File: config.mk
export PLATFORM = sky130hd
export DESIGN_NAME = wb_top
export DESIGN_NICKNAME = d
export VERILOG_FILES = /design/src/source/wb_pkg.sv /design/src/source/wb_dispatch.sv /design/src/source/wb_line_buffer.sv /design/src/source/wb_write_arbiter.sv /design/src/source/wb_top.sv
export VERILOG_INCLUDE_DIRS = /design/src /design/src/include
export SDC_FILE = /design/constraint.sdc
export NUM_CORES = 2
export LEC_CHECK = 0
export ABC_AREA = 1
export BUFFER_PORTS_ARGS = -buffer_cell sky130_fd_sc_hd__buf_2
export CAP_MARGIN = 20
export CELL_PAD_IN_SITES_DETAIL_PLACEMENT = 1
export CELL_PAD_IN_SITES_GLOBAL_PLACEMENT = 2
export CORE_UTILIZATION = 41
export CTS_CLUSTER_DIAMETER = 50
export DETAILED_ROUTE_END_ITERATION = 12
export MAX_ROUTING_LAYER = met4
export PLACE_DENSITY_LB_ADDON = 0.15
export SLEW_MARGIN = 10
export SYNTH_ARGS = -nofsm -noshare
export SYNTH_HDL_FRONTEND = slang
export SYNTH_HIERARCHICAL = 1
export SYNTH_SLANG_ARGS = --single-unit
export TNS_END_PERCENT = 20
File: constraint.sdc
create_clock -name clk -period 16.9 [get_ports clk]
set_clock_uncertainty 0.05 [all_clocks]
set_input_delay 1.69 -clock clk [delete_from_list [all_inputs] [get_ports clk]]
set_output_delay 1.69 -clock clk [all_outputs]
set_load 0.01 [all_outputs]
File: src/include/wb_defines.svh
`ifndef WB_DEFINES_SVH
`define WB_DEFINES_SVH

// ########################################
// Write-back path dimensions
// ########################################

// Number of line buffers that can hold evicted lines at once.
`define WB_NUM_BUFFERS 4

// Width of a buffer index, sized for WB_NUM_BUFFERS.
`define WB_IDX_W 2

// A cache line is sixteen 32-bit words.
`define WB_LINE_WORDS 16
`define WB_LINE_W 512

// AXI write bus widths.
`define WB_ADDR_W 32
`define WB_DATA_W 32

// AXI burst length field.
`define WB_LEN_W 8

// Response code width on the B channel.
`define WB_RESP_W 2

`endif

File: src/source/wb_pkg.sv
`include "wb_defines.svh"

package wb_pkg;

    // ########################################
    // Payload structs
    // ########################################

    // Eviction request as it arrives from the cache.
    typedef struct packed {
        logic [`WB_ADDR_W-1:0] addr;
        logic [`WB_LINE_W-1:0] line;
        logic                  uncache;
    } wb_req_t;

    // Address-channel fields; len is beats minus one.
    typedef struct packed {
        logic [`WB_ADDR_W-1:0] addr;
        logic [`WB_LEN_W-1:0]  len;
    } wb_aw_t;

    // One W-channel beat.
    typedef struct packed {
        logic [`WB_DATA_W-1:0] data;
        logic                  last;
    } wb_beat_t;

    // ########################################
    // State encodings
    // ########################################

    typedef enum logic [1:0] {
        BUF_IDLE,
        BUF_PENDING,
        BUF_SEND,
        BUF_RESP
    } buf_state_e;

    typedef enum logic [1:0] {
        ARB_IDLE,
        ARB_ADDR,
        ARB_DATA
    } arb_state_e;

endpackage

File: src/source/wb_dispatch.sv
`timescale 1ns/1ns
`include "wb_defines.svh"

module wb_dispatch import wb_pkg::*; (
    input  logic                       clk,
    input  logic                       rstn,
    input  logic                       in_valid,
    input  wb_req_t                    in_req,
    input  logic [`WB_NUM_BUFFERS-1:0] free,
    output logic                       in_ready,
    output logic [`WB_NUM_BUFFERS-1:0] load,
    output wb_req_t                    load_req
);

    logic [`WB_NUM_BUFFERS-1:0] avail;
    logic [`WB_NUM_BUFFERS-1:0] sel;
    logic                       found;
    logic                       xfer;

    // A buffer whose load strobe is in flight still reports free for one
    // more cycle, so it is masked out here.
    assign avail    = free & ~load;
    assign in_ready = |avail;
    assign xfer     = in_valid && in_ready;

    // ########################################
    // Lowest free buffer
    // ########################################

    always_comb begin
        sel   = '0;
        found = 1'b0;
        for (int i = 0; i < `WB_NUM_BUFFERS; i++) begin
            if (avail[i] && !found) begin
                sel[i] = 1'b1;
                found  = 1'b1;
            end
        end
    end

    // ########################################
    // Registered load strobe and request
    // ########################################

    always_ff @(posedge clk) begin
        if (!rstn) begin
            load <= '0;
        end else if (xfer) begin
            load <= sel;
        end else begin
            load <= '0;
        end
    end

    // The wide request is captured once here and then broadcast.
    always_ff @(posedge clk) begin
        if (xfer) begin
            load_req <= in_req;
        end
    end

endmodule

File: src/source/wb_line_buffer.sv
`timescale 1ns/1ns
`include "wb_defines.svh"

module wb_line_buffer import wb_pkg::*; (
    input  logic     clk,
    input  logic     rstn,
    input  logic     load,
    input  wb_req_t  load_req,
    input  logic     aw_done,
    input  logic     beat_ready,
    input  logic     resp_valid,
    output logic     free,
    output logic     pending,
    output wb_aw_t   aw,
    output wb_beat_t beat,
    output logic     beat_valid,
    output logic     resp_ready,
    output logic     done
);

    localparam int CNT_W = $clog2(`WB_LINE_WORDS);

    buf_state_e            state;
    logic [CNT_W-1:0]      count;
    logic [`WB_ADDR_W-1:0] addr_q;
    logic [`WB_LINE_W-1:0] line_q;
    logic                  uncache_q;
    logic                  beat_fire;

    // ########################################
    // Stored line
    // ########################################

    always_ff @(posedge clk) begin
        if (load && state == BUF_IDLE) begin
            addr_q    <= load_req.addr;
            line_q    <= load_req.line;
            uncache_q <= load_req.uncache;
        end
    end

    // An uncached store goes out as a single beat.
    assign aw.addr = addr_q;
    assign aw.len  = uncache_q ? '0 : `WB_LEN_W'(`WB_LINE_WORDS - 1);

    // ########################################
    // Buffer FSM
    // ########################################

    assign beat_fire = beat_valid && beat_ready;

    always_ff @(posedge clk) begin
        if (!rstn) begin
            state <= BUF_IDLE;
            count <= '0;
        end else begin
            case (state)
                BUF_IDLE: begin
                    if (load) begin
                        state <= BUF_PENDING;
                    end
                end
                BUF_PENDING: begin
                    count <= '0;
                    if (aw_done) begin
                        state <= BUF_SEND;
                    end
                end
                BUF_SEND: begin
                    if (beat_fire) begin
                        count <= count + 1'b1;
                        if (beat.last) begin
                            state <= BUF_RESP;
                        end
                    end
                end
                BUF_RESP: begin
                    if (resp_valid) begin
                        state <= BUF_IDLE;
                    end
                end
                default: begin
                    state <= BUF_IDLE;
                end
            endcase
        end
    end

    assign free       = (state == BUF_IDLE);
    assign pending    = (state == BUF_PENDING);
    assign beat_valid = (state == BUF_SEND);
    assign resp_ready = (state == BUF_RESP);
    assign done       = resp_ready && resp_valid;

    // ########################################
    // Beat selection
    // ########################################

    // The counter picks the word; it stays at zero for an uncached store.
    assign beat.data = line_q[count*`WB_DATA_W +: `WB_DATA_W];
    assign beat.last = uncache_q || (count == CNT_W'(`WB_LINE_WORDS - 1));

endmodule

File: src/source/wb_write_arbiter.sv
`timescale 1ns/1ns
`include "wb_defines.svh"

module wb_write_arbiter import wb_pkg::*; (
    input  logic                       clk,
    input  logic                       rstn,
    input  logic [`WB_NUM_BUFFERS-1:0] pending,
    input  wb_aw_t                     buf_aw     [`WB_NUM_BUFFERS],
    input  wb_beat_t                   beat       [`WB_NUM_BUFFERS],
    input  logic [`WB_NUM_BUFFERS-1:0] beat_valid,
    input  logic [`WB_NUM_BUFFERS-1:0] resp_ready,
    input  logic [`WB_NUM_BUFFERS-1:0] done,
    input  logic                       aw_ready,
    input  logic                       w_ready,
    input  logic                       b_valid,
    output logic [`WB_NUM_BUFFERS-1:0] aw_done,
    output logic [`WB_NUM_BUFFERS-1:0] beat_ready,
    output logic [`WB_NUM_BUFFERS-1:0] resp_valid,
    output logic                       aw_valid,
    output wb_aw_t                     aw,
    output logic                       w_valid,
    output wb_beat_t                   w,
    output logic                       b_ready
);

    arb_state_e            state;
    logic [`WB_IDX_W-1:0] grant;
    logic [`WB_IDX_W-1:0] last_grant;
    logic [`WB_IDX_W-1:0] next_grant;
    logic [`WB_IDX_W-1:0] cand;
    logic                  found;
    logic                  in_data;

    // ########################################
    // Round-robin search
    // ########################################

    // The search starts one past the buffer granted last time.
    always_comb begin
        next_grant = last_grant;
        found      = 1'b0;
        cand       = last_grant;
        for (int k = 1; k <= `WB_NUM_BUFFERS; k++) begin
            cand = last_grant + `WB_IDX_W'(k);
            if (pending[cand] && !found) begin
                next_grant = cand;
                found      = 1'b1;
            end
        end
    end

    // ########################################
    // Arbiter FSM
    // ########################################

    always_ff @(posedge clk) begin
        if (!rstn) begin
            state      <= ARB_IDLE;
            grant      <= '0;
            last_grant <= `WB_IDX_W'(`WB_NUM_BUFFERS - 1);
        end else begin
            case (state)
                ARB_IDLE: begin
                    if (found) begin
                        grant      <= next_grant;
                        last_grant <= next_grant;
                        state      <= ARB_ADDR;
                    end
                end
                ARB_ADDR: begin
                    if (aw_ready) begin
                        state <= ARB_DATA;
                    end
                end
                ARB_DATA: begin
                    // The buffer alone knows when its burst and response are over.
                    if (done[grant]) begin
                        state <= ARB_IDLE;
                    end
                end
                default: begin
                    state <= ARB_IDLE;
                end
            endcase
        end
    end

    // ########################################
    // Channel steering
    // ########################################

    assign in_data = (state == ARB_DATA);

    assign aw_valid = (state == ARB_ADDR);
    assign aw       = buf_aw[grant];

    assign w_valid = in_data && beat_valid[grant];
    assign w       = beat[grant];
    assign b_ready = in_data && resp_ready[grant];

    always_comb begin
        for (int i = 0; i < `WB_NUM_BUFFERS; i++) begin
            aw_done[i]    = aw_valid && aw_ready && (grant == i);
            beat_ready[i] = in_data && w_ready && (grant == i);
            resp_valid[i] = in_data && b_valid && (grant == i);
        end
    end

endmodule

File: src/source/wb_top.sv
`timescale 1ns/1ns
`include "wb_defines.svh"

module wb_top import wb_pkg::*; (
    input  logic                  clk,
    input  logic                  rstn,
    input  logic                  in_valid,
    input  wb_req_t               in_req,
    input  logic                  aw_ready,
    input  logic                  w_ready,
    input  logic                  b_valid,
    input  logic [`WB_RESP_W-1:0] b_resp,
    output logic                  in_ready,
    output logic                  aw_valid,
    output wb_aw_t                aw,
    output logic                  w_valid,
    output wb_beat_t              w,
    output logic                  b_ready
);

    logic [`WB_NUM_BUFFERS-1:0] free;
    logic [`WB_NUM_BUFFERS-1:0] load;
    wb_req_t                    load_req;
    logic [`WB_NUM_BUFFERS-1:0] pending;
    wb_aw_t                     buf_aw [`WB_NUM_BUFFERS];
    logic [`WB_NUM_BUFFERS-1:0] aw_done;
    wb_beat_t                   beat [`WB_NUM_BUFFERS];
    logic [`WB_NUM_BUFFERS-1:0] beat_valid;
    logic [`WB_NUM_BUFFERS-1:0] beat_ready;
    logic [`WB_NUM_BUFFERS-1:0] resp_valid;
    logic [`WB_NUM_BUFFERS-1:0] resp_ready;
    logic [`WB_NUM_BUFFERS-1:0] done;

    wb_dispatch dispatch_i (
        .clk      (clk),
        .rstn     (rstn),
        .in_valid (in_valid),
        .in_req   (in_req),
        .free     (free),
        .in_ready (in_ready),
        .load     (load),
        .load_req (load_req)
    );

    // b_resp is left to the bus side; the design only completes on the handshake.
    for (genvar i = 0; i < `WB_NUM_BUFFERS; i++) begin : g_buf
        wb_line_buffer buf_i (
            .clk        (clk),
            .rstn       (rstn),
            .load       (load[i]),
            .load_req   (load_req),
            .aw_done    (aw_done[i]),
            .beat_ready (beat_ready[i]),
            .resp_valid (resp_valid[i]),
            .free       (free[i]),
            .pending    (pending[i]),
            .aw         (buf_aw[i]),
            .beat       (beat[i]),
            .beat_valid (beat_valid[i]),
            .resp_ready (resp_ready[i]),
            .done       (done[i])
        );
    end

    wb_write_arbiter arbiter_i (
        .clk        (clk),
        .rstn       (rstn),
        .pending    (pending),
        .buf_aw     (buf_aw),
        .beat       (beat),
        .beat_valid (beat_valid),
        .resp_ready (resp_ready),
        .done       (done),
        .aw_ready   (aw_ready),
        .w_ready    (w_ready),
        .b_valid    (b_valid),
        .aw_done    (aw_done),
        .beat_ready (beat_ready),
        .resp_valid (resp_valid),
        .aw_valid   (aw_valid),
        .aw         (aw),
        .w_valid    (w_valid),
        .w          (w),
        .b_ready    (b_ready)
    );

endmodule

* Yosys cells after proc, flatten, opt, wreduce, memory -nomap -nowiden *
Index checks and enable logic that the tools add are counted.

cells by class
  multiplexer cells = 74
  add/subtract/negate cells = 7
  bitwise gates (word level) = 3
  reduce and logical (&&, ||, !) cells = 68
  shift operators = 4
  magnitude comparators = 6
  equality and inequality tests = 44

operators with widths
  kind                                                    number
  variable part select 512 x 10 -> 32 bit                 4
  binary-select mux 40 bit (select 2 bit)                 1
  two-way mux 40 bit                                      2
  binary-select mux 33 bit (select 2 bit)                 1
  two-way mux 33 bit                                      2
  two-way mux 2 bit                                       27
  logical AND 1 bit                                       36
  two-way mux 4 bit                                       8
  case mux 2 bit (4 select lines)                         4
  case mux 4 bit (2 select lines)                         4
  inequality test 2 x 1 -> 1 bit (second input constant)  13
  == test 2 bit (second input constant)                   11
  inequality test 2 bit (second input constant)           10
  AND reduction 5 bit                                     4
  two-way mux 1 bit                                       17
  adder 4 x 1 -> 4 bit (second input constant)            4
  == test 4 bit (second input constant)                   4
  < comparator 2 x 3 -> 1 bit (second input constant)     5
  binary-select mux 1 bit (select 2 bit)                  7
  == test 2 x 1 -> 1 bit (second input constant)          6
  logical NOT 2 bit                                       6
  AND reduction 2 bit                                     6
  nonzero test 2 bit                                      4
  logical NOT 1 bit                                       6
  10 further kinds                                        14

storage, ports and cells
  output and inout bits = 77
  register bits = 2759

* Logic depth before layout (Yosys ltp) *
  depth after elaboration = 15
  mapped depth = 13

* Modules after synthesis *
Netlist, hierarchy kept.

by module, submodules not included
  module                                area an instance (µm²)  instances  cells each
  wb_line_buffer at g_buf[0].buf_i ...  23765.3                 3          2293
  wb_line_buffer at g_buf[3].buf_i      23450.0                 1          2169
  wb_dispatch                           16573.4                 1          574
  wb_write_arbiter                      2513.7                  1          456

* Worst setup path before layout *
Ideal clock, no wire load.

  path type = input port to flip-flop
  start point = input port in_valid
  end point = register dispatch_i/load_req[0] (netlist name)
  path slack = 2.218 ns
  arrival = 13.671 ns
  required time = 15.890 ns
  setup time = 0.960 ns
  cell stages on the path = 1
  cell sequence = o21a_1

on the way
  longest elaborated chain between the ends = 1

RTL lines
  element             RTL line           source
  start: declaration  wb_top.sv:7        input logic in_valid,
  logical AND 1 bit   wb_dispatch.sv:24  assign xfer = in_valid && in_ready;

No other way between the ends.
A chain may end at the register's enable or synchronous reset.

==> out/results.ini <==
[cts]
cts.sink_count = 2759
cts_max_level = 5
post_cts_buffers = 0
cts_tree = yes
clockRootBuffer = clkbuf_16
postCtsHoldBufs = 0
cts_resized = 0
clockBufferDepth = 4
numCtsBuffers = 361
clk_pin_slew_ns = 0.06
clkLatencyLatePin_ns = 0.94

[hold_path]
min_from = dispatch_i/load_req[214]
hp-class = flip-flop to flip-flop
hold_end = g_buf[1].buf_i/line_q[213]
whs_path_depth = 0

[timing]
setup-violations-final = 0
final_hold_viol_count = 0
max_freq_ghz = 0.140
grt_setup_unrepaired = false
fin_crit_sh = 0.421
final_max_slew_viol_count = 0
tightest_slew_ns = 1.11
final.setup.tns_ns = 0
relSlewSlack = 0.260
fin_crit_ns = 7.12

[critical_path]
cp_common_cell = nand2_1
worstSetupPathDepth = 13
startpoint_type = flip-flop
required_ns = 15.16
critical_path.slowest_cell = buf_4
end_kind = output port
cp_top_family = buffers and inverters
arrival_ns = 5.38
r2r-start = g_buf[0].buf_i/state[0]
critPathKind = flip-flop to output port
max_stage_delay_ns = 0.83
r2r-end = dispatch_i/load_req[235]
crit_chain = inv_8, buf_4, buf_4, buf_4, nand3_1, nand2_1, nand2_1, nand2_1, inv_2, nand2_1, nand2_1, nand4_1, buf_2
reg2regPathDepth = 8
cp.buffers_inverters = 6
startpoint = g_buf[1].buf_i/count[1]
worstPathMaxFanout = 51
r2r_setup_slack_ns = 12.24

[route]
firstDrtPassIters = 8
postRouteAntennaNets = 0
vias = 78200
drt_iter0_markers = 7856
routed_wl_um = 433000
viasPerCell = 5.30
drc = 0
wl_per_cell_um = 29.4

[pwr]
power_leakage_nw = 55.4
p_total_mw = 18.2
power_density_nw_per_um2 = 138
vdd_drop_max_mv = 0.103

[logic_synthesis]
ys.warnings.count = 6
netlist_area_um2 = 114000
yosysSeqAreaShare = 0.725
async_flop_share = 0
syn_area_per_cell_um2 = 11.3
yosysUniqueCellTypes = 32
synth_top_area_cell = edfxtp_1
synth_area_leaders = edfxtp_1 (72%), nand2_1 (10%), nand3_1 (7.0%), inv_1 (6.2%), buf_2 (1.1%)
synth-seq-cells = 2759
synth_edf_count = 2725
syn_inst = 10100
synth_top_area_frac = 0.719
ys.flop_type = edfxtp_1

[finish]
layout-drive-gt1-share = 0.129
fillers = 29500
nets = 11300
final_core_util = 0.479
area_growth_pct = 16.2

[floorplanning]
start_util = 0.412
fp.coreArea_um2 = 276000
io-pin-count = 630
die-area_um2 = 280000
num_rows = 193
die_w_um = 529
die_h_um = 529

[placed_design]
place_congestion = 0.891
dp_hpwl_um = 274000
portBuffers = 623

[grt]
grt_pass1_wl_um = 597000
first_global_vias = 78300
grtUsageTotal = 0.315
antenna_found_initial = 41
overflow = 0
grt_max_degree = 143

[run]
cap_violations = 0

[run_status]
status = complete, no violations

==> Yosys cell counts, types with 3 or more instances <==
cell and n:
nand2_1 3075, edfxtp_1 2725, inv_1 1879, nand3_1 1596, buf_2 257, buf_4 94, a22oi_1 74, buf_6 63
clkbuf_1 53, nor2_1 45, inv_2 39, dfxtp_1 34, buf_1 24, ha_1 24, o21ai_0 24, a21oi_1 19
nand2_2 18, a211oi_1 4, clkinv_1 4, conb_1 4, nand4_1 4, inv_4 3
==> worst max-delay path by stage <==
stage          slack [ns]                     end
6_report             9.78                   w[19]
5_1_grt              9.76                   w[19]
4_1_cts              9.71                   w[19]
3_5_place_dp        10.74                   w[19]
3_3_place_gp        10.73                   w[19]
2_1_floorplan        2.22  dispatch_i/load_req[0]
==> power breakdown <==
group / leakage, nW / internal, mW / switching (mW)
registers: 25.4 / 8.29 / 0.306
logic: 24.2 / 0.436 / 1.34
clock network: 5.86 / 4.69 / 3.16
total: 55.4 / 13.4 / 4.80
==> placed cells by master (no fill, tap or decap), types with 2 or more instances in the layout <==
cell type / count
nand2_1: 3075
edfxtp_1: 2725
inv_1: 1872
nand3_1: 1596
buf_2: 623
clkbuf_16: 366
buf_4: 108
a22oi_1: 74
clkbuf_1: 51
clkinv_2: 45
bufinv_16: 43
nor2_1: 42
inv_6: 41
inv_2: 39
clkinv_1: 39
clkinvlp_4: 38
diode_2: 34
o21ai_0: 24
ha_1: 24
clkinv_4: 22
a21oi_1: 19
dfxtp_1: 19
nand2_2: 18
conb_1: 16
dfxtp_4: 14
clkinv_8: 14
buf_12: 14
inv_8: 13
nor2_4: 4
nand4_1: 4
clkinv_16: 4
a211oi_1: 4
inv_16: 3
a31oi_1: 2
nand3_2: 2
nand2_4: 2
==> metal layers <==
metal	global-route usage	share of wire	vias to the layer above
li1	-	-	34100
met1	0.409	0.41	40400
met2	0.495	0.47	2965
met3	0.0386	0.066	721
met4	0.144	0.053	0
met5	-	0	-
==> final cells by class <==
type | instances | area [um2] | area share
sequential | 2759 | 82600 | 0.624
multi-input combinational | 4911 | 21100 | 0.160
clock buffer | 417 | 9350 | 0.0707
inverter | 1927 | 7350 | 0.0556
tap | 3705 | 4640 | 0.0351
timing repair buffer | 746 | 4240 | 0.0320
clock inverter | 247 | 2880 | 0.0218
antenna | 34 | 85.1 | 0.000643
==> per-stage QoR <==
stage / instance area (um2) / setup WS, ns / hold slack (ns) / instances
floorplan: 114000 / 2.22 / 0.409 / 10100
global placement: 120000 / 10.73 / 0.415 / 14000
detailed placement: 120000 / 10.74 / 0.432 / 14000
CTS: 132000 / 9.71 / 0.442 / 14700
global route: 132000 / 9.76 / 0.461 / 14700
finish: 132000 / 9.78 / 0.450 / 14700
==> logic make-up (layout without fill, tap and decap cells) <==
logic type | after synthesis | in the layout | share of synthesized area
other | 4 | 50 | 0.000132
AO/OA/AOI/OAI | 127 | 127 | 0.00743
flip-flops | 2759 | 2759 | 0.725
adder cells (fa/ha/maj) | 24 | 24 | 0.00264
buffers and inverters | 2420 | 3337 | 0.0902
AND/OR/NAND/NOR | 4744 | 4744 | 0.175
==> flip-flops by register name (all words and copies together) (netlist names) <==
| signal | cells |
|---|---|
| arbiter_i/last_grant | 2 |
| g_buf.buf_i/line_q | 2048 |
| g_buf.buf_i/addr_q | 128 |
| dispatch_i/load | 4 |
| g_buf.buf_i/state | 8 |
| g_buf.buf_i/count | 16 |
| g_buf.buf_i/uncache_q | 4 |
| arbiter_i/state | 2 |
| dispatch_i/load_req | 545 |
| arbiter_i/grant | 2 |
Note: power is estimated with default switching activity, not from simulation.
